--- config.mk ---
export PLATFORM = sky130hd
export DESIGN_NAME = hash_table_top
export DESIGN_NICKNAME = d
export VERILOG_FILES = /design/src/hdl/hash_table_pkg.sv /design/src/hdl/entry_ram.sv /design/src/hdl/entry_ram_arbiter.sv /design/src/hdl/table_clear_engine.sv /design/src/hdl/chain_insert_engine.sv /design/src/hdl/chain_search_engine.sv /design/src/hdl/hash_cmd_ctrl.sv /design/src/hdl/hash_table_top.sv
export VERILOG_INCLUDE_DIRS = /design/src /design/src/include
export SDC_FILE = /design/constraint.sdc
export NUM_CORES = 1
export LEC_CHECK = 0
export ABC_AREA = 0
export BUFFER_PORTS_ARGS = -buffer_cell sky130_fd_sc_hd__buf_2
export CELL_PAD_IN_SITES_DETAIL_PLACEMENT = 1
export CELL_PAD_IN_SITES_GLOBAL_PLACEMENT = 1
export CORE_MARGIN = 2
export CORE_UTILIZATION = 51
export CTS_CLUSTER_DIAMETER = 40
export CTS_CLUSTER_SIZE = 40
export DETAILED_ROUTE_END_ITERATION = 8
export GPL_ROUTABILITY_DRIVEN = 0
export GPL_TIMING_DRIVEN = 1
export HOLD_SLACK_MARGIN = 0.02
export PLACE_DENSITY = 0.81
export RECOVER_POWER = 50
export SLEW_MARGIN = 20
export SYNTH_ARGS = -nofsm -noshare
export SYNTH_HDL_FRONTEND = slang
export SYNTH_SLANG_ARGS = --single-unit
--- constraint.sdc ---
create_clock -name clk_i -period 8.34 [get_ports clk_i]
set_input_delay 0.834 -clock clk_i [delete_from_list [all_inputs] [get_ports clk_i]]
set_output_delay 0.834 -clock clk_i [all_outputs]
set_load 0.02 [all_outputs]
--- src/include/hash_table_params.svh ---
`ifndef HASH_TABLE_PARAMS_SVH
`define HASH_TABLE_PARAMS_SVH

// key and value payload widths
`define HT_KEY_WIDTH    16
`define HT_VALUE_WIDTH  16

// entry RAM address width, 16 entries
`define HT_ADDR_WIDTH   4

// bucket index width, 8 buckets in the head table
`define HT_BUCKET_WIDTH 3

`endif

--- src/hdl/hash_table_pkg.sv ---
`include "hash_table_params.svh"

package hash_table_pkg;

  // host opcodes
  typedef enum logic [1:0] {
    OP_INSERT = 2'd0,
    OP_SEARCH = 2'd1,
    OP_CLEAR  = 2'd2
  } ht_opcode_e;

  // result codes returned with the acknowledge
  typedef enum logic [2:0] {
    ST_INSERTED   = 3'd0,
    ST_TABLE_FULL = 3'd1,
    ST_FOUND      = 3'd2,
    ST_NOT_FOUND  = 3'd3,
    ST_CLEARED    = 3'd4
  } ht_status_e;

  // host command, held stable while cmd_req_i is high
  typedef struct packed {
    ht_opcode_e                 opcode;
    logic [`HT_KEY_WIDTH-1:0]   key;
    logic [`HT_VALUE_WIDTH-1:0] value;
  } ht_cmd_t;

  // host result, value only meaningful for ST_FOUND
  typedef struct packed {
    ht_status_e                 status;
    logic [`HT_VALUE_WIDTH-1:0] value;
  } ht_res_t;

  // one chain link in the entry RAM
  typedef struct packed {
    logic [`HT_KEY_WIDTH-1:0]   key;
    logic [`HT_VALUE_WIDTH-1:0] value;
    logic [`HT_ADDR_WIDTH-1:0]  next_ptr;
    logic                       next_ptr_val;
  } ram_data_t;

  // memory request from one engine to the arbiter
  typedef struct packed {
    logic                       req;
    logic                       we;
    logic [`HT_ADDR_WIDTH-1:0]  addr;
    ram_data_t                  wdata;
  } mem_req_t;

endpackage

--- src/hdl/entry_ram.sv ---
`timescale 1ns/100ps

`include "hash_table_params.svh"

module entry_ram (
  input  logic                      clk_i,
  input  logic                      en_i,
  input  logic                      we_i,
  input  logic [`HT_ADDR_WIDTH-1:0] addr_i,
  input  hash_table_pkg::ram_data_t wdata_i,
  output hash_table_pkg::ram_data_t rdata_o
);

  // one word per entry address
  hash_table_pkg::ram_data_t mem [2**`HT_ADDR_WIDTH];

  // single port, write or read in a cycle
  // read data lands on rdata_o one cycle after the address
  always_ff @(posedge clk_i)
  begin
    if (en_i)
    begin
      if (we_i)
        mem[addr_i] <= wdata_i;
      else
        rdata_o <= mem[addr_i];
    end
  end

endmodule

--- src/hdl/entry_ram_arbiter.sv ---
`timescale 1ns/100ps

`include "hash_table_params.svh"

module entry_ram_arbiter (
  input  logic                      clk_i,
  input  logic                      rst_i,
  input  hash_table_pkg::mem_req_t  clr_req_i,
  input  hash_table_pkg::mem_req_t  ins_req_i,
  input  hash_table_pkg::mem_req_t  srch_req_i,
  output logic                      clr_gnt_o,
  output logic                      ins_gnt_o,
  output logic                      srch_gnt_o,
  output logic                      ram_en_o,
  output logic                      ram_we_o,
  output logic [`HT_ADDR_WIDTH-1:0] ram_addr_o,
  output hash_table_pkg::ram_data_t ram_wdata_o
);

  // outstanding read per master, {search, insert, clear}
  logic [2:0]               rd_pend_q;
  logic                     rd_busy;
  hash_table_pkg::mem_req_t sel_req;

  assign rd_busy = |rd_pend_q;

  // fixed priority: clear, then insert, then search
  // no grant at all while a read is still returning
  always_comb
  begin
    clr_gnt_o  = 1'b0;
    ins_gnt_o  = 1'b0;
    srch_gnt_o = 1'b0;
    if (!rd_busy)
    begin
      if (clr_req_i.req)
        clr_gnt_o = 1'b1;
      else if (ins_req_i.req)
        ins_gnt_o = 1'b1;
      else if (srch_req_i.req)
        srch_gnt_o = 1'b1;
    end
  end

  // forward the winner to the RAM, idle request otherwise
  always_comb
  begin
    sel_req = '0;
    if (clr_gnt_o)
      sel_req = clr_req_i;
    else if (ins_gnt_o)
      sel_req = ins_req_i;
    else if (srch_gnt_o)
      sel_req = srch_req_i;
  end

  assign ram_en_o    = sel_req.req;
  assign ram_we_o    = sel_req.we;
  assign ram_addr_o  = sel_req.addr;
  assign ram_wdata_o = sel_req.wdata;

  // a granted read is pending for exactly one cycle
  always_ff @(posedge clk_i or posedge rst_i)
  begin
    if (rst_i)
      rd_pend_q <= 3'b000;
    else
      rd_pend_q <= {srch_gnt_o & ~srch_req_i.we,
                    ins_gnt_o & ~ins_req_i.we,
                    clr_gnt_o & ~clr_req_i.we};
  end

endmodule

--- src/hdl/table_clear_engine.sv ---
`timescale 1ns/100ps

`include "hash_table_params.svh"

module table_clear_engine (
  input  logic                     clk_i,
  input  logic                     rst_i,
  input  logic                     start_i,
  input  logic                     gnt_i,
  output hash_table_pkg::mem_req_t mem_o,
  output logic                     done_o
);

  // high while the sweep runs
  logic                      run_q;
  logic [`HT_ADDR_WIDTH-1:0] addr_q;

  // zero entry at the current sweep address
  always_comb
  begin
    mem_o      = '0;
    mem_o.req  = run_q;
    mem_o.we   = 1'b1;
    mem_o.addr = addr_q;
  end

  always_ff @(posedge clk_i or posedge rst_i)
  begin
    if (rst_i)
    begin
      run_q  <= 1'b0;
      addr_q <= '0;
      done_o <= 1'b0;
    end
    else
    begin
      done_o <= 1'b0;
      if (start_i)
      begin
        run_q  <= 1'b1;
        addr_q <= '0;
      end
      else if (run_q && gnt_i)
      begin
        addr_q <= addr_q + 1'b1;
        // last address written, stop and report
        if (addr_q == '1)
        begin
          run_q  <= 1'b0;
          done_o <= 1'b1;
        end
      end
    end
  end

endmodule

--- src/hdl/chain_insert_engine.sv ---
`timescale 1ns/100ps

`include "hash_table_params.svh"

module chain_insert_engine (
  input  logic                       clk_i,
  input  logic                       rst_i,
  input  logic                       start_i,
  input  logic                       reset_alloc_i,
  input  logic [`HT_KEY_WIDTH-1:0]   key_i,
  input  logic [`HT_VALUE_WIDTH-1:0] value_i,
  input  logic [`HT_ADDR_WIDTH-1:0]  head_ptr_i,
  input  logic                       head_val_i,
  input  logic                       gnt_i,
  output hash_table_pkg::mem_req_t   mem_o,
  output logic                       done_o,
  output hash_table_pkg::ht_status_e status_o,
  output logic [`HT_ADDR_WIDTH-1:0]  new_addr_o
);

  // write waiting for its grant
  logic                      busy_q;
  // next free address, entries are never recycled
  logic [`HT_ADDR_WIDTH-1:0] alloc_q;
  // every address handed out since the last clear
  logic                      full_q;
  // new head entry, links to the old head of its chain
  hash_table_pkg::ram_data_t entry_q;

  always_comb
  begin
    mem_o       = '0;
    mem_o.req   = busy_q;
    mem_o.we    = 1'b1;
    mem_o.addr  = alloc_q;
    mem_o.wdata = entry_q;
  end

  always_ff @(posedge clk_i or posedge rst_i)
  begin
    if (rst_i)
    begin
      busy_q     <= 1'b0;
      alloc_q    <= '0;
      full_q     <= 1'b0;
      done_o     <= 1'b0;
      status_o   <= hash_table_pkg::ST_INSERTED;
      new_addr_o <= '0;
    end
    else
    begin
      done_o <= 1'b0;
      if (reset_alloc_i)
      begin
        alloc_q <= '0;
        full_q  <= 1'b0;
      end
      else if (start_i)
      begin
        // full table answers at once, RAM untouched
        if (full_q)
        begin
          done_o   <= 1'b1;
          status_o <= hash_table_pkg::ST_TABLE_FULL;
        end
        else
          busy_q <= 1'b1;
      end
      else if (busy_q && gnt_i)
      begin
        busy_q     <= 1'b0;
        done_o     <= 1'b1;
        status_o   <= hash_table_pkg::ST_INSERTED;
        new_addr_o <= alloc_q;
        alloc_q    <= alloc_q + 1'b1;
        // counter wraps on the last address
        if (alloc_q == '1)
          full_q <= 1'b1;
      end
    end
  end

  always_ff @(posedge clk_i)
  begin
    if (start_i)
    begin
      entry_q.key          <= key_i;
      entry_q.value        <= value_i;
      entry_q.next_ptr     <= head_ptr_i;
      entry_q.next_ptr_val <= head_val_i;
    end
  end

endmodule

--- src/hdl/chain_search_engine.sv ---
`timescale 1ns/100ps

`include "hash_table_params.svh"

module chain_search_engine (
  input  logic                       clk_i,
  input  logic                       rst_i,
  input  logic                       start_i,
  input  logic [`HT_KEY_WIDTH-1:0]   key_i,
  input  logic [`HT_ADDR_WIDTH-1:0]  head_ptr_i,
  input  logic                       head_val_i,
  input  logic                       gnt_i,
  input  hash_table_pkg::ram_data_t  rd_data_i,
  output hash_table_pkg::mem_req_t   mem_o,
  output logic                       done_o,
  output logic                       found_o,
  output logic [`HT_VALUE_WIDTH-1:0] value_o
);

  // REQ holds the read request, WAIT takes the data, CHECK compares
  typedef enum logic [1:0] {
    IDLE,
    REQ,
    WAIT,
    CHECK
  } state_e;

  state_e                    state_q;
  logic [`HT_KEY_WIDTH-1:0]  key_q;
  // address of the link being fetched
  logic [`HT_ADDR_WIDTH-1:0] ptr_q;
  // captured link, rd_data_i is only valid for one cycle
  hash_table_pkg::ram_data_t link_q;

  // read of the current link
  always_comb
  begin
    mem_o      = '0;
    mem_o.req  = (state_q == REQ);
    mem_o.addr = ptr_q;
  end

  always_ff @(posedge clk_i or posedge rst_i)
  begin
    if (rst_i)
    begin
      state_q <= IDLE;
      done_o  <= 1'b0;
      found_o <= 1'b0;
    end
    else
    begin
      done_o <= 1'b0;
      case (state_q)
        IDLE:
        begin
          if (start_i)
          begin
            // empty bucket ends the search without a read
            if (head_val_i)
              state_q <= REQ;
            else
            begin
              done_o  <= 1'b1;
              found_o <= 1'b0;
            end
          end
        end
        REQ:
        begin
          if (gnt_i)
            state_q <= WAIT;
        end
        WAIT:
        begin
          state_q <= CHECK;
        end
        CHECK:
        begin
          // first match is the newest value for this key
          if (link_q.key == key_q)
          begin
            state_q <= IDLE;
            done_o  <= 1'b1;
            found_o <= 1'b1;
          end
          else if (link_q.next_ptr_val)
            state_q <= REQ;
          else
          begin
            state_q <= IDLE;
            done_o  <= 1'b1;
            found_o <= 1'b0;
          end
        end
        default:
        begin
          state_q <= IDLE;
        end
      endcase
    end
  end

  always_ff @(posedge clk_i)
  begin
    if (state_q == IDLE && start_i)
    begin
      key_q <= key_i;
      ptr_q <= head_ptr_i;
    end
    if (state_q == WAIT)
      link_q <= rd_data_i;
    // follow the chain, value kept for a hit
    if (state_q == CHECK)
    begin
      ptr_q   <= link_q.next_ptr;
      value_o <= link_q.value;
    end
  end

endmodule

--- src/hdl/hash_cmd_ctrl.sv ---
`timescale 1ns/100ps

`include "hash_table_params.svh"

module hash_cmd_ctrl (
  input  logic                       clk_i,
  input  logic                       rst_i,
  input  logic                       cmd_req_i,
  input  hash_table_pkg::ht_cmd_t    cmd_i,
  output logic                       cmd_ack_o,
  output hash_table_pkg::ht_res_t    res_o,
  output logic                       clr_start_o,
  output logic                       ins_start_o,
  output logic                       srch_start_o,
  output logic                       reset_alloc_o,
  output logic [`HT_KEY_WIDTH-1:0]   key_o,
  output logic [`HT_VALUE_WIDTH-1:0] value_o,
  output logic [`HT_ADDR_WIDTH-1:0]  head_ptr_o,
  output logic                       head_val_o,
  input  logic                       clr_done_i,
  input  logic                       ins_done_i,
  input  hash_table_pkg::ht_status_e ins_status_i,
  input  logic [`HT_ADDR_WIDTH-1:0]  ins_addr_i,
  input  logic                       srch_done_i,
  input  logic                       srch_found_i,
  input  logic [`HT_VALUE_WIDTH-1:0] srch_value_i
);

  localparam int NUM_BUCKETS = 2**`HT_BUCKET_WIDTH;

  typedef enum logic [1:0] {
    IDLE,
    BUSY,
    ACK
  } state_e;

  state_e                         state_q;
  hash_table_pkg::ht_cmd_t        cmd_q;
  hash_table_pkg::ht_res_t        res_q;
  logic [`HT_BUCKET_WIDTH-1:0]    bucket_q;
  // head table, pointer per bucket plus its valid bit
  logic [`HT_ADDR_WIDTH-1:0]      head_ptr_q [NUM_BUCKETS];
  logic [NUM_BUCKETS-1:0]         head_val_q;

  // xor fold of the key into a bucket, bit i lands on slot i mod width
  function automatic logic [`HT_BUCKET_WIDTH-1:0] fold_key(
    input logic [`HT_KEY_WIDTH-1:0] key
  );
    logic [`HT_BUCKET_WIDTH-1:0] acc;
    acc = '0;
    for (int i = 0; i < `HT_KEY_WIDTH; i++)
      acc[i % `HT_BUCKET_WIDTH] ^= key[i];
    return acc;
  endfunction

  assign cmd_ack_o  = (state_q == ACK);
  assign res_o      = res_q;
  assign key_o      = cmd_q.key;
  assign value_o    = cmd_q.value;
  // head entry of the registered bucket, stable while an engine runs
  assign head_ptr_o = head_ptr_q[bucket_q];
  assign head_val_o = head_val_q[bucket_q];

  always_ff @(posedge clk_i or posedge rst_i)
  begin
    if (rst_i)
    begin
      state_q       <= IDLE;
      clr_start_o   <= 1'b0;
      ins_start_o   <= 1'b0;
      srch_start_o  <= 1'b0;
      reset_alloc_o <= 1'b0;
      head_val_q    <= '0;
    end
    else
    begin
      clr_start_o   <= 1'b0;
      ins_start_o   <= 1'b0;
      srch_start_o  <= 1'b0;
      reset_alloc_o <= 1'b0;
      case (state_q)
        IDLE:
        begin
          if (cmd_req_i)
          begin
            state_q <= BUSY;
            case (cmd_i.opcode)
              hash_table_pkg::OP_INSERT: ins_start_o <= 1'b1;
              hash_table_pkg::OP_SEARCH: srch_start_o <= 1'b1;
              // clear, the unused code also wipes
              default: clr_start_o <= 1'b1;
            endcase
          end
        end
        BUSY:
        begin
          // one engine runs, any done ends the command
          if (clr_done_i || ins_done_i || srch_done_i)
            state_q <= ACK;
          if (clr_done_i)
          begin
            head_val_q    <= '0;
            reset_alloc_o <= 1'b1;
          end
          if (ins_done_i && ins_status_i == hash_table_pkg::ST_INSERTED)
            head_val_q[bucket_q] <= 1'b1;
        end
        ACK:
        begin
          // hold the result until the host lets go
          if (!cmd_req_i)
            state_q <= IDLE;
        end
        default:
        begin
          state_q <= IDLE;
        end
      endcase
    end
  end

  always_ff @(posedge clk_i)
  begin
    if (state_q == IDLE && cmd_req_i)
    begin
      cmd_q    <= cmd_i;
      bucket_q <= fold_key(cmd_i.key);
    end
    // new entry becomes the head of its chain
    if (state_q == BUSY && ins_done_i && ins_status_i == hash_table_pkg::ST_INSERTED)
      head_ptr_q[bucket_q] <= ins_addr_i;
    if (state_q == BUSY)
    begin
      if (clr_done_i)
      begin
        res_q.status <= hash_table_pkg::ST_CLEARED;
        res_q.value  <= '0;
      end
      else if (ins_done_i)
      begin
        res_q.status <= ins_status_i;
        res_q.value  <= '0;
      end
      else if (srch_done_i)
      begin
        res_q.status <= srch_found_i ? hash_table_pkg::ST_FOUND
                                     : hash_table_pkg::ST_NOT_FOUND;
        res_q.value  <= srch_found_i ? srch_value_i : '0;
      end
    end
  end

endmodule

--- src/hdl/hash_table_top.sv ---
`timescale 1ns/100ps

`include "hash_table_params.svh"

module hash_table_top (
  input  logic                    clk_i,
  input  logic                    rst_i,
  input  logic                    cmd_req_i,
  input  hash_table_pkg::ht_cmd_t cmd_i,
  output logic                    cmd_ack_o,
  output hash_table_pkg::ht_res_t res_o
);

  // controller to engines
  logic                       clr_start;
  logic                       ins_start;
  logic                       srch_start;
  logic                       reset_alloc;
  logic [`HT_KEY_WIDTH-1:0]   key;
  logic [`HT_VALUE_WIDTH-1:0] value;
  logic [`HT_ADDR_WIDTH-1:0]  head_ptr;
  logic                       head_val;

  // engines back to the controller
  logic                       clr_done;
  logic                       ins_done;
  hash_table_pkg::ht_status_e ins_status;
  logic [`HT_ADDR_WIDTH-1:0]  ins_addr;
  logic                       srch_done;
  logic                       srch_found;
  logic [`HT_VALUE_WIDTH-1:0] srch_value;

  // engine memory masters
  hash_table_pkg::mem_req_t   clr_mem;
  hash_table_pkg::mem_req_t   ins_mem;
  hash_table_pkg::mem_req_t   srch_mem;
  logic                       clr_gnt;
  logic                       ins_gnt;
  logic                       srch_gnt;

  // arbitrated RAM port
  logic                       ram_en;
  logic                       ram_we;
  logic [`HT_ADDR_WIDTH-1:0]  ram_addr;
  hash_table_pkg::ram_data_t  ram_wdata;
  hash_table_pkg::ram_data_t  ram_rdata;

  hash_cmd_ctrl u_ctrl (
    .clk_i         (clk_i),
    .rst_i         (rst_i),
    .cmd_req_i     (cmd_req_i),
    .cmd_i         (cmd_i),
    .cmd_ack_o     (cmd_ack_o),
    .res_o         (res_o),
    .clr_start_o   (clr_start),
    .ins_start_o   (ins_start),
    .srch_start_o  (srch_start),
    .reset_alloc_o (reset_alloc),
    .key_o         (key),
    .value_o       (value),
    .head_ptr_o    (head_ptr),
    .head_val_o    (head_val),
    .clr_done_i    (clr_done),
    .ins_done_i    (ins_done),
    .ins_status_i  (ins_status),
    .ins_addr_i    (ins_addr),
    .srch_done_i   (srch_done),
    .srch_found_i  (srch_found),
    .srch_value_i  (srch_value)
  );

  table_clear_engine u_clear (
    .clk_i   (clk_i),
    .rst_i   (rst_i),
    .start_i (clr_start),
    .gnt_i   (clr_gnt),
    .mem_o   (clr_mem),
    .done_o  (clr_done)
  );

  chain_insert_engine u_insert (
    .clk_i         (clk_i),
    .rst_i         (rst_i),
    .start_i       (ins_start),
    .reset_alloc_i (reset_alloc),
    .key_i         (key),
    .value_i       (value),
    .head_ptr_i    (head_ptr),
    .head_val_i    (head_val),
    .gnt_i         (ins_gnt),
    .mem_o         (ins_mem),
    .done_o        (ins_done),
    .status_o      (ins_status),
    .new_addr_o    (ins_addr)
  );

  chain_search_engine u_search (
    .clk_i      (clk_i),
    .rst_i      (rst_i),
    .start_i    (srch_start),
    .key_i      (key),
    .head_ptr_i (head_ptr),
    .head_val_i (head_val),
    .gnt_i      (srch_gnt),
    .rd_data_i  (ram_rdata),
    .mem_o      (srch_mem),
    .done_o     (srch_done),
    .found_o    (srch_found),
    .value_o    (srch_value)
  );

  entry_ram_arbiter u_arbiter (
    .clk_i       (clk_i),
    .rst_i       (rst_i),
    .clr_req_i   (clr_mem),
    .ins_req_i   (ins_mem),
    .srch_req_i  (srch_mem),
    .clr_gnt_o   (clr_gnt),
    .ins_gnt_o   (ins_gnt),
    .srch_gnt_o  (srch_gnt),
    .ram_en_o    (ram_en),
    .ram_we_o    (ram_we),
    .ram_addr_o  (ram_addr),
    .ram_wdata_o (ram_wdata)
  );

  entry_ram u_ram (
    .clk_i   (clk_i),
    .en_i    (ram_en),
    .we_i    (ram_we),
    .addr_i  (ram_addr),
    .wdata_i (ram_wdata),
    .rdata_o (ram_rdata)
  );

endmodule

Word level (Yosys, flattened, before mapping)
Memories as Yosys holds them, arrays and structs flattened. A register that Yosys moved wholly into a read port is not among the register bits.
Index checks and enable logic that the tools add are counted.
{"block": "classes", "addsub": 2, "bitwise": 17, "eq_ne": 20, "n_reduce_logical": 35, "order_cmp": 2, "n_mux": 87}
{"op": "2-to-1 mux 43 bit", "n": 3}
{"op": "2-to-1 mux 1 bit", "n": 54}
{"op": "2-to-1 mux 19 bit", "n": 2}
{"op": "2-to-1 mux 4 bit", "n": 7}
{"op": "2-to-1 mux 8 bit", "n": 3}
{"op": "AND reduction 3 bit", "n": 6}
{"op": "== test 16 bit", "n": 1}
{"op": "2-to-1 mux 16 bit", "n": 1}
{"op": "!= test 2 bit, second input constant", "n": 8}
{"op": "2-to-1 mux 2 bit", "n": 7}
{"op": "nonzero test 2 bit", "n": 7}
{"op": "bitwise XOR 1 bit", "n": 13}
{"op": "2-to-1 mux 3 bit", "n": 4}
{"op": "adder 4 x 1 -> 4 bit, second input constant", "n": 2}
{"op": "== test 4 bit, second input constant", "n": 2}
{"op": "logical AND 1 bit", "n": 8}
{"op": "OR 8 bit", "n": 1}
{"op": "one-hot mux 2 bit (4 select lines)", "n": 1}
{"op": "AND reduction 2 bit", "n": 4}
{"op": "== test 2 x 1 -> 1 bit, second input constant", "n": 3}
{"op": "== test 2 bit, second input constant", "n": 3}
{"op": "logical NOT 2 bit", "n": 3}
{"op": "one-hot mux 2 bit (3 select lines)", "n": 1}
{"op": "less-than comparator 3 x 4 -> 1 bit, second input constant", "n": 1}
{"op": "other kinds (12)", "n": 18}
{"block": "totals", "n_memories": 2, "ramBits": 624, "output_inout_bits": 20, "regBits": 203}
{"memory": "u_ram.mem", "depth": 16, "width": 37, "rd": 1, "rd_clocked_by_memory_dff": 1, "wr": 1, "line": "entry_ram.sv:15", "text": "hash_table_pkg::ram_data_t mem [2**`HT_ADDR_WIDTH];"}
{"memory": "u_ctrl.head_ptr_q", "depth": 8, "width": 4, "rd": 1, "rd_clocked_by_memory_dff": 1, "wr": 1, "line": "hash_cmd_ctrl.sv:42", "text": "logic [`HT_ADDR_WIDTH-1:0] head_ptr_q [NUM_BUCKETS];"}

Depth between registers and ports, before layout
Gate-level depths: netlist of run 1.
{"block": "depth", "depth_word": 11, "mapped_depth": 11, "ltp_nobuf": 8}

Modules after synthesis
A second synthesis of run 1 with hierarchy kept.
{"block": "hier_totals", "hier_cells": 1714, "area_unflattened_um2": 33921.3}
{"mod": "entry_ram", "instances": 1, "seq_area_each_um2": 18888.1, "cells_per_inst": 968, "area_each_um2": 23351.1}
{"mod": "hash_cmd_ctrl", "instances": 1, "seq_area_each_um2": 2992.9, "cells_per_inst": 206, "area_each_um2": 3868.7}
{"mod": "chain_search_engine", "instances": 1, "seq_area_each_um2": 2292.2, "cells_per_inst": 173, "area_each_um2": 3010.4}
{"mod": "chain_insert_engine", "instances": 1, "seq_area_each_um2": 1411.4, "cells_per_inst": 87, "area_each_um2": 1682.9}
{"mod": "entry_ram_arbiter", "instances": 1, "seq_area_each_um2": 75.1, "cells_per_inst": 214, "area_each_um2": 1446.4}
{"mod": "table_clear_engine", "instances": 1, "seq_area_each_um2": 150.1, "cells_per_inst": 66, "area_each_um2": 561.8}

Worst setup path before layout of run 1
No wires, ideal clock.
{"block": "synth_path", "kind": "flip-flop to flip-flop", "startpoint": "reg u_insert.busy_q", "endpoint": "reg u_ram.rdata_o[0] in the netlist's numbering (enable)", "path_stages_with_launch": 4, "arrival_time_ns": 4.347, "setup_ns": 0.524, "n_path_buf": 2, "slack_ns": 3.469, "synth_period_minus_slack_ns": 4.871, "path_cell_list": "dfrtp_1 -> buf_6 -> clkbuf_1 -> nor4_1"}
{"block": "synth_between", "elab_chain_cells": 7, "word_cells_on_any_way": 11, "classes_between": "mux (9); bitwise (1); reduce/logical (1)"}
{"item": "from (decl)", "line": "chain_insert_engine.sv:22", "text": "logic busy_q;"}
{"item": "from (signal assigned)", "line": "chain_insert_engine.sv:43", "text": "busy_q <= 1'b0;"}
{"item": "from (signal assigned)", "line": "chain_insert_engine.sv:67", "text": "busy_q <= 1'b1;"}
{"item": "from (signal assigned)", "line": "chain_insert_engine.sv:71", "text": "busy_q <= 1'b0;"}
{"item": "2-to-1 mux 1 bit", "line": "entry_ram_arbiter.sv:38", "text": "else if (ins_req_i.req)"}
{"item": "2-to-1 mux 1 bit", "line": "entry_ram_arbiter.sv:36", "text": "if (clr_req_i.req)"}
{"item": "2-to-1 mux 1 bit", "line": "entry_ram_arbiter.sv:34", "text": "if (!rd_busy)"}
{"item": "2-to-1 mux 43 bit, on equally long branches", "line": "entry_ram_arbiter.sv:53, entry_ram_arbiter.sv:51"}
{"item": "2-to-1 mux 43 bit *", "line": "entry_ram_arbiter.sv:51", "text": "else if (ins_gnt_o)"}
{"item": "2-to-1 mux 43 bit *", "line": "entry_ram_arbiter.sv:49", "text": "if (clr_gnt_o)"}
{"item": "AND reduction 2 bit (no line)"}
{"item": "to (signal assigned)", "line": "entry_ram.sv:26", "text": "rdata_o <= mem[addr_i];"}
{"item": "to (decl)", "line": "entry_ram.sv:11", "text": "output hash_table_pkg::ram_data_t rdata_o"}
Every way passes the cells marked *; elsewhere a longest branch is shown, timed or not.
A chain may end at the register's enable or synchronous reset.

Worst setup path in the final report of run 1
{"block": "layout_path", "startpoint": "reg u_arbiter.rd_pend_q[2]", "endpoint": "mem u_ram.mem[12][16] in the netlist's numbering (enable)"}
{"block": "layout_between", "elab_chain_cells": 6, "word_cells_on_any_way": 9, "classes_between": "mux (9)"}
{"item": "from (decl)", "line": "entry_ram_arbiter.sv:21", "text": "logic [2:0] rd_pend_q;"}
{"item": "from (signal assigned)", "line": "entry_ram_arbiter.sv:68", "text": "rd_pend_q <= {srch_gnt_o & ~srch_req_i.we,"}
{"item": "2-to-1 mux 1 bit", "line": "entry_ram_arbiter.sv:34"}
{"item": "2-to-1 mux 43 bit, on equally long branches", "line": "entry_ram_arbiter.sv:51, entry_ram_arbiter.sv:53"}
{"item": "2-to-1 mux 43 bit *", "line": "entry_ram_arbiter.sv:49"}
{"item": "2-to-1 mux 1 bit or 2-to-1 mux 43 bit (tied branches)", "line": "entry_ram.sv:23, entry_ram_arbiter.sv:49"}
{"item": "2-to-1 mux 1 bit", "line": "entry_ram.sv:21", "text": "if (en_i)"}
{"item": "2-to-1 mux 1 bit (not written as such)", "line": "entry_ram.sv:24", "text": "mem[addr_i] <= wdata_i;"}
{"item": "to (decl)", "line": "entry_ram.sv:15"}
Marks and branches as above.

==> flow_summary.json, run 1 <==
{
  "status": "complete, but fails checks",
  "violations": "capacitance limit, slew limit",
  "p_int_mw": 10.5,
  "area_growth_syn_to_layout_pct": 14.6,
  "cts_sinks": 865,
  "vias_per_cell": 6.28,
  "syn_area_sq_um": 33100,
  "dieHeight_microns": 259,
  "synth_top_area_cell": "edfxtp_1",
  "met3_usage": 0.0519,
  "p_switching_mw": 6.68,
  "syn-instance-count": 2121,
  "cts_tree": "done",
  "ctsResizeCount": 0,
  "fp.dieW_microns": 259,
  "p_clk_frac": 0.284,
  "regArea_sq_um": 25800,
  "drc": 0,
  "clkLatencyLatePin_ps": 670,
  "final-hold-violation-count": 0,
  "finalPower_mw": 17.2,
  "cp.depth": 8,
  "path_delay_family": "buffers and inverters",
  "ys_types": 51,
  "slew_viol_final": 258,
  "hp-class": "in -> reg",
  "arrival_ps": 5670,
  "multi_input_area_sq_um": 6740,
  "timing.hold.ws_ps": 345,
  "antenna_found_initial": 1,
  "power_frac_seq": 0.375,
  "postCtsSetupRepairBufs": 0,
  "critPathMaxFanout": 39,
  "rsz0062_at_grt": "false",
  "synth_top_area_frac": 0.749,
  "cp-endpoint": "u_ram.mem[12][16]$_DFFE_PP_",
  "cts_buffers": 110,
  "dieArea_sq_um": 66900,
  "combPwrFrac": 0.341,
  "start_kind": "flip-flop",
  "yosys_warnings": 0,
  "fin_crit_ps": 5390,
  "grt.total_usage": 0.280,
  "portBuffers": 56,
  "relSlewSlack": -1.39,
  "r2r_setup_slack_ps": 2950,
  "grtUsageMet2": 0.464,
  "vias": 19800,
  "synth_area_leaders": "edfxtp_1 75%, a21oi_1 4.6%, nand2_1 4.0%",
  "end_kind": "flip-flop",
  "drt-pass1-iter-count": 7,
  "synth.yosys.seq_area_share": 0.779,
  "p_per_area_nw_per_um2": 453,
  "wire_per_inst_microns": 29.6,
  "r2r_end": "u_ram.mem[12][16]$_DFFE_PP_",
  "tightest_slew_ps": 3590,
  "root_buffer": "clkbuf_16",
  "total_leakage_power_nw": 13.3,
  "ant_nets": 0,
  "syn_nets": 2165,
  "path_class": "reg -> reg",
  "setup_violations": 0,
  "worst-path-buf-inv": 2,
  "cp_cell_sequence": "nor2_2 > clkbuf_1 > and2_1 > nor2_1 > nor2_1 > nand2_1 > nor2_4 > buf_4",
  "fin_crit_sh": 0.646,
  "cts_buffer_depth": 3,
  "nets": 2243,
  "io_pins": 57,
  "initial_core_util": 0.514,
  "maxCapViolations": 7,
  "required_ps": 8630,
  "row_count": 93,
  "clk_pin_slew_worst_paths_ps": 70,
  "overflow": 0,
  "synth_top_flop_cell": "edfxtp_1",
  "skew_ps": 31.4,
  "fin_setup_tns_ps": 0,
  "htreeDepth": 3,
  "worst_r2r_path_depth": 8,
  "crit_path_frequent_cell": "nor2_1",
  "timing.rr.start": "u_arbiter.rd_pend_q[2]$_DFF_PP0_",
  "max_clock_freq_mhz": 186,
  "place_hpwl_mm": 48.0,
  "hold_buffers": 0,
  "avgSynthCellArea_sq_um": 15.6,
  "peakVddDrop_v": 0.000370,
  "critPathLaunch": "u_arbiter.rd_pend_q[2]$_DFF_PP0_",
  "grt_pass1_vias": 21300,
  "fp.coreArea_sq_um": 64300,
  "synth_seq_cells": 865,
  "grt_max_degree": 193,
  "synth-edff-count": 825,
  "async_flop_share": 0.0428,
  "switching_share": 0.389,
  "grt-busiest-layer": "met2",
  "max_stage_delay_ps": 1870,
  "n_fill_cell": 5846,
  "drive_gt1_frac": 0.140,
  "grt_first_pass_wirelength_mm": 137,
  "critPathSlowestCell": "clkbuf_1",
  "gr-usage-met1": 0.352,
  "wl_mm": 93.2,
  "drt_iter0_drc": 2413
}
[power groups by stage]
| stage | Combinational, mW | Clock, mW | Sequential, mW |
|---|---|---|---|
| 4_1_cts | 5.82 | 4.93 | 6.42 |
| 3_5_place_dp | 5.65 | 0 | 6.48 |
| 6_report | 5.86 | 4.88 | 6.44 |
| 2_1_floorplan | 3.89 | 0 | 6.36 |
| 3_3_place_gp | 5.31 | 0 | 6.40 |
| 5_1_grt | 6.26 | 5.08 | 6.50 |
[cell usage in the layout (no fill, tap or decap), types with 26 or more instances in the layout]
master / n
edfxtp_1: 825
mux2i_1: 38
nand3_1: 29
clkbuf_16: 111
a21oi_1: 302
nand2_1: 352
nor2_1: 26
dfrtp_1: 36
buf_4: 28
clkbuf_1: 49
a221oi_2: 28
a22oi_1: 120
and3_1: 53
[logic make-up (layout without fill, tap and decap cells)]
logic type | after synthesis | in the layout | share of synthesized area
buf+inv | 139 | 310 | 0.0227
simple gates | 524 | 524 | 0.0684
compound gates | 491 | 491 | 0.0960
fa+ha+maj | 7 | 7 | 0.00265
other cells | 0 | 1 | 0
xor+xnor | 35 | 35 | 0.00927
mux | 60 | 60 | 0.0224
flops | 865 | 865 | 0.779
[worst min path at each step]
stage / end / cells past startpoint / slack [ps] / from
floorplan: u_insert.mem_o[10]$_DFFE_PP_ / 0 / 400 / u_ctrl.value_o[5]$_DFFE_PP_
global placement: u_search.link_q[8]$_DFFE_PN_ / 0 / 400 / u_ram.rdata_o[8]$_DFFE_PP_
detailed placement: u_search.link_q[32]$_DFFE_PN_ / 0 / 410 / u_ram.rdata_o[32]$_DFFE_PP_
CTS: u_search.state_q[0]$_DFFE_PP0P_ / 3 / 260 / rst_i
global route: u_ctrl.value_o[2]$_DFFE_PP_ / 1 / 320 / cmd_i[2]
finish: u_ctrl.value_o[7]$_DFFE_PP_ / 1 / 350 / cmd_i[7]
[flip-flops by register name, indices dropped and copies added, names as in the netlist, 3 cells and up, named ones only]
register             count
u_ctrl.bucket_q          3
u_ctrl.key_o            16
u_search.value_o        16
u_clear.addr_q           4
u_ctrl.res_o            19
u_insert.new_addr_o      4
u_ctrl.value_o          16
u_ctrl.head_val_q        8
u_insert.alloc_q         4
u_ctrl.head_ptr_q       32
u_search.link_q         37
u_ram.rdata_o           37
u_ram.mem              592
u_insert.mem_o          37
u_search.ptr_q           4
u_search.key_q          16
[stage by stage]
stage,cell area (sq um),instances,worst slack (ps),util
finish,37900,3148,2950,0.589
global route,37900,3147,2920,0.589
CTS,38000,3147,3820,0.591
detailed placement,34200,2942,3950,0.532
global placement,34200,2942,4160,0.532
floorplan,33100,2121,3470,-
[cell type report]
class	instances	share of cell area
Sequential cell	865	0.679
Multi-Input combinational cell	1117	0.178
Clock buffer	118	0.0739
Tap cell	855	0.0282
Clock inverter	87	0.0263
Timing Repair Buffer	93	0.0133
Inverter	12	0.00122
Antenna cell	1	0.0000660
[cells in the mapped netlist, types with 5 or more instances]
cell	n
and2_1	6
nand2b_1	5
and3_1	53
mux2_2	12
a21oi_1	302
nand2_1	352
o21ai_0	8
clkbuf_1	28
edfxtp_1	825
a21o_1	10
nor3_1	9
nor2_1	43
nand3_1	29
buf_4	12
buf_2	74
dfrtp_1	37
a221oi_2	29
ha_1	7
nor4_1	6
a221oi_1	9
mux2i_1	38
nor2b_1	5
buf_6	12
mux4_2	10
xnor2_1	14
inv_1	12
a22oi_1	120
xor2_1	21
[per-layer routing]
layer | vias up | share of wire
met1 | 10000 | 0.37
met3 | 294 | 0.083
met4 | 0 | 0.048
met5 | - | 0
met2 | 1125 | 0.49
li1 | 8290 | -
Note: power is estimated with default switching activity, not from simulation.
==> run 2: changes to the inputs <==
==> constraint.sdc (replaced) <==
create_clock -name clk_i -period 5.2 [get_ports clk_i]
set_input_delay 0.52 -clock clk_i [delete_from_list [all_inputs] [get_ports clk_i]]
set_output_delay 0.52 -clock clk_i [all_outputs]
set_load 0.02 [all_outputs]
==> flow_summary.json, run 2 (same netlist as run 1, synthesis figures left out) <==
{
  "area_growth_syn_to_layout_pct": 15.0,
  "wl_mm": 94.1,
  "root_buffer": "clkbuf_16",
  "arrival_ps": 4830,
  "vias_per_cell": 6.27,
  "initial_core_util": 0.514,
  "row_count": 93,
  "hp-class": "in -> reg",
  "worst-path-buf-inv": 1,
  "antenna_found_initial": 3,
  "fin_crit_sh": 0.823,
  "final-hold-violation-count": 0,
  "nets": 2252,
  "max_clock_freq_mhz": 234,
  "htreeDepth": 3,
  "clkLatencyLatePin_ps": 680,
  "dieArea_sq_um": 66900,
  "design_area_sq_um": 38000,
  "fp.dieW_microns": 259,
  "rsz0062_at_grt": "false",
  "wire_per_inst_microns": 29.8,
  "setup_violations": 0,
  "grt_max_degree": 197,
  "largest_reg_flops": 592,
  "clk_pin_slew_worst_paths_ps": 70,
  "grt_first_pass_wirelength_mm": 138,
  "antenna_cells": 0,
  "overflow": 0,
  "skew_ps": 29.7,
  "max_stage_delay_ps": 1810,
  "violations": "capacitance limit, slew limit",
  "multi_input_area_sq_um": 6740,
  "largest-register": "u_ram.mem",
  "dieHeight_microns": 259,
  "drc": 0,
  "fin_crit_ps": 4280,
  "drt_iter0_drc": 2273,
  "cts_tree": "done",
  "dpl-instance-area_sq_um": 34400,
  "vias": 19800,
  "regArea_sq_um": 25800,
  "path_delay_family": "buffers and inverters",
  "grt_pass1_vias": 21200,
  "start_kind": "flip-flop",
  "fin_setup_tns_ps": 0,
  "io_pins": 57,
  "final_cells": 3154,
  "path_class": "reg -> reg",
  "portBuffers": 56,
  "critPathMaxFanout": 38,
  "cp_cell_sequence": "nor2_1 > clkbuf_1 > nand2_1 > nor3_1 > mux2_2",
  "cts_buffer_depth": 3,
  "fp.coreArea_sq_um": 64300,
  "p_per_area_nw_per_um2": 722,
  "peakVddDrop_v": 0.000781,
  "cts_sinks": 865,
  "maxCapViolations": 7,
  "critPathSlowestCell": "clkbuf_1",
  "slew_viol_final": 228,
  "final_cell_mix": "825 x edfxtp_1, 352 x nand2_1, 302 x a21oi_1",
  "placed_cells": 2946,
  "finalPower_mw": 27.5,
  "status": "complete, but fails checks",
  "end_kind": "flip-flop",
  "drt-pass1-iter-count": 5,
  "drive_gt1_frac": 0.136,
  "postCtsSetupRepairBufs": 0,
  "grt.total_usage": 0.282,
  "cts_buffers": 103,
  "layout_commonest_cell": "edfxtp_1",
  "ant_nets": 0,
  "total_leakage_power_nw": 13.3,
  "final_core_util": 0.591,
  "tightest_slew_ps": 3370,
  "place_hpwl_mm": 49.9,
  "relSlewSlack": -1.25,
  "n_fill_cell": 5840,
  "required_ps": 5750
}
## run 2: cell count changes in the layout (fill, tap and decap cells not counted), moves of 3 or more
cell,before,now
dlygate4sd3_1,0,12
buf_12,1,12
clkbuf_16,111,104
inv_8,10,17
buf_4,28,22
clkinv_8,3,8
clkinv_2,9,5
clkinv_4,16,12
buf_2,21,18
bufinv_16,12,9
## run 2: repair_timing
action / in CTS / in global routing
hold buffers: 12 / 0
endpoints found under the hold margin: 48 / 0
gates resized for setup: 0 / 0
## run 2: layout make-up
type | count | area share
multi-input combinational | 1117 | 0.177
clock inverter | 86 | 0.0265
tap | 855 | 0.0281
sequential | 865 | 0.677
clock buffer | 110 | 0.0693
inverter | 12 | 0.00122
timing repair buffer | 109 | 0.0206
## run 2: path summary, 6_finish.rpt
kind / startpoint / endpoint / slack (ps) / depth (start not counted)
worst max-delay path: u_clear.run_q$_DFFE_PP0P_ / u_insert.new_addr_o[0]$_DFFE_PP0P_ / 920 / 5
worst min-delay path: cmd_i[3] / u_ctrl.value_o[3]$_DFFE_PP_ / 40 / 1
worst max register to register: u_clear.run_q$_DFFE_PP0P_ / u_insert.new_addr_o[0]$_DFFE_PP0P_ / 920 / 5
worst min register to register: u_ram.rdata_o[7]$_DFFE_PP_ / u_search.link_q[7]$_DFFE_PN_ / 420 / 0
max in group asynchronous: rst_i / u_clear.addr_q[1]$_DFFE_PP0P_ / 2920 / 4
min in group asynchronous: rst_i / u_ctrl.state_q[1]$_DFFE_PP0P_ / 1120 / 4
## run 2: stage by stage
step | hold slack (ps) | worst slack, ps
final | 44.7 | 919
after global routing | 39.7 | 776
after CTS | 27.3 | 1250
after detailed placement | 406 | 1450
after global placement | 403 | 1610
after floorplan | 400 | 329
## run 2: report_power, final
| group | internal [mW] | total [mW] | leakage [nW] | switching [mW] |
|---|---|---|---|---|
| logic | 2.59 | 9.53 | 3.38 | 6.94 |
| clock network | 4.30 | 7.54 | 1.76 | 3.24 |
| registers | 9.72 | 10.4 | 8.17 | 0.658 |
| total | 16.6 | 27.5 | 13.3 | 10.8 |
## run 2: routing by layer
metal	up-vias	GRT usage	routed length (microns)
li1	8296	-	-
met1	10100	0.355	35400
met2	1069	0.476	47300
met3	272	0.0497	7340
met4	0	0.133	4060
met5	-	0	0
## run 2: worst reg2reg max path, cell delays in order, from the launching register on
cell and delay (ps):
dfrtp_1 610, nor2_1 250, clkbuf_1 1810, nand2_1 490
nor3_1 600, mux2_2 400
==> run 3: changes to the inputs <==
==> constraint.sdc (replaced) <==
create_clock -name clk_i -period 4.11 [get_ports clk_i]
set_input_delay 0.411 -clock clk_i [delete_from_list [all_inputs] [get_ports clk_i]]
set_output_delay 0.411 -clock clk_i [all_outputs]
set_load 0.02 [all_outputs]
==> flow_summary.json, run 3 (same netlist as run 1, synthesis figures left out) <==
{
  "clk_pin_slew_worst_paths_ps": 60,
  "switching_share": 0.393,
  "fp.coreArea_sq_um": 64300,
  "p_switching_mw": 13.9,
  "path_delay_family": "buffers and inverters",
  "p_int_mw": 21.4,
  "ctsResizeCount": 0,
  "min_from": "u_ctrl.value_o[12]$_DFFE_PP_",
  "drive_gt1_frac": 0.140,
  "largest_reg_flops": 592,
  "grt_pass1_vias": 21600,
  "antenna_found_initial": 3,
  "ant_nets": 0,
  "fin_crit_ps": 3490,
  "status": "complete, but fails checks",
  "io_pins": 57,
  "htreeDepth": 3,
  "initial_core_util": 0.514,
  "required_ps": 4350,
  "rsz0062_at_grt": "false",
  "vias": 20300,
  "final-hold-violation-count": 0,
  "place_hpwl_mm": 52.2,
  "end_kind": "flip-flop",
  "wire_per_inst_microns": 30.4,
  "cts_buffer_depth": 3,
  "p_clk_frac": 0.279,
  "critPathMaxFanout": 25,
  "crit_path_frequent_cell": "inv_1",
  "worst-path-buf-inv": 3,
  "tightest_slew_ps": 2580,
  "timing.hold.worst_endpoint": "u_insert.mem_o[17]$_DFFE_PP_",
  "regArea_sq_um": 25800,
  "n_fill_cell": 5790,
  "grt.total_usage": 0.291,
  "portBuffers": 56,
  "grt_first_pass_wirelength_mm": 143,
  "vias_per_cell": 6.34,
  "path_class": "reg -> reg",
  "area_growth_syn_to_layout_pct": 16.6,
  "slew_viol_final": 160,
  "nets": 2298,
  "arrival_ps": 3730,
  "relSlewSlack": -0.718,
  "r2r_setup_slack_ps": 620,
  "violations": "capacitance limit, slew limit",
  "multi_input_area_sq_um": 6740,
  "clkLatencyLatePin_ps": 700,
  "setup_violations": 0,
  "cp_cell_sequence": "inv_1 > ha_1 > inv_1 > nor4_1 > clkbuf_1",
  "p_per_area_nw_per_um2": 916,
  "wl_mm": 97.2,
  "dieArea_sq_um": 66900,
  "start_kind": "flip-flop",
  "drc": 0,
  "root_buffer": "clkbuf_16",
  "grt_max_degree": 156,
  "cts_buffers": 104,
  "total_leakage_power_nw": 13.6,
  "row_count": 93,
  "timing.hold.ws_ps": 418,
  "drt-pass1-iter-count": 5,
  "combPwrFrac": 0.350,
  "power_frac_seq": 0.371,
  "critPathSlowestCell": "clkbuf_1",
  "dieHeight_microns": 259,
  "holdPathStages": 0,
  "final_cell_mix": "825 x edfxtp_1, 352 x nand2_1, 302 x a21oi_1",
  "hp-class": "reg -> reg",
  "final_core_util": 0.600,
  "max_stage_delay_ps": 1660,
  "layout_commonest_cell": "edfxtp_1",
  "largest-register": "u_ram.mem",
  "timing.rr.start": "u_search.state_q[1]$_DFFE_PP0P_",
  "fp.dieW_microns": 259,
  "cts_sinks": 865,
  "max_clock_freq_mhz": 287,
  "fin_setup_tns_ps": 0,
  "peakVddDrop_v": 0.000852,
  "antenna_cells": 0,
  "r2r_end": "u_ram.rdata_o[7]$_DFFE_PP_",
  "fin_crit_sh": 0.849,
  "drt_iter0_drc": 2466,
  "cts_tree": "done",
  "skew_ps": 44.9,
  "worst_r2r_path_depth": 5,
  "maxCapViolations": 5,
  "overflow": 0
}
==> run 3: final cells by class <==
cell class	instances	share of cell area
Multi-Input combinational cell	1117	0.175
Sequential cell	865	0.668
Inverter	12	0.00117
Clock buffer	114	0.0698
Clock inverter	81	0.0281
Tap cell	855	0.0277
Timing Repair Buffer	154	0.0308
==> run 3: routing by layer <==
layer,share of wire,vias up,GRT usage
met5,0.00019,-,0
met4,0.048,2,0.144
met3,0.085,291,0.0546
met2,0.49,1203,0.486
met1,0.37,10400,0.366
li1,-,8379,-
==> run 3: worst max path at each step <==
stage	startpoint	to	slack [ps]	depth (start not counted)
6_report	u_search.state_q[1]$_DFFE_PP0P_	u_ram.rdata_o[7]$_DFFE_PP_	620	5
5_1_grt	u_search.state_q[1]$_DFFE_PP0P_	u_ram.rdata_o[7]$_DFFE_PP_	500	5
4_1_cts	u_insert.busy_q$_DFFE_PP0P_	u_ram.mem[6][8]$_DFFE_PP_	740	7
3_5_place_dp	u_insert.busy_q$_DFFE_PP0P_	u_ram.mem[6][15]$_DFFE_PP_	790	7
3_3_place_gp	u_insert.busy_q$_DFFE_PP0P_	u_ram.mem[6][6]$_DFFE_PP_	960	7
2_1_floorplan	u_search.state_q[1]$_DFFE_PP0P_	u_ram.mem[10][0]$_DFFE_PP_	320	10
==> run 3: power by group through the flow <==
stage / clock (mW) / combinational (mW) / sequential [mW]
final: 9.87 / 12.4 / 13.1
after global routing: 10.3 / 13.1 / 13.2
after detailed placement: 0 / 11.8 / 13.2
after CTS: 9.92 / 12.2 / 13.1
after floorplan: 0 / 7.89 / 12.9
after global placement: 0 / 11.0 / 13.0
==> run 3: per-stage QoR <==
step | instance area [sq um] | power (mW) | worst slack, ps | cells
CTS | 38700 | 35.2 | 739 | 3198
global placement | 34500 | 24.0 | 961 | 2966
detailed placement | 34500 | 25.0 | 786 | 2966
finish | 38600 | 35.3 | 621 | 3198
global route | 38600 | 36.6 | 505 | 3198
floorplan | 33100 | 20.8 | 324 | 2121
==> run 3: what timing repair did <==
item	in CTS	in global routing
buffers inserted	0	0
hold buffers	37	0
hold endpoints to repair	73	0
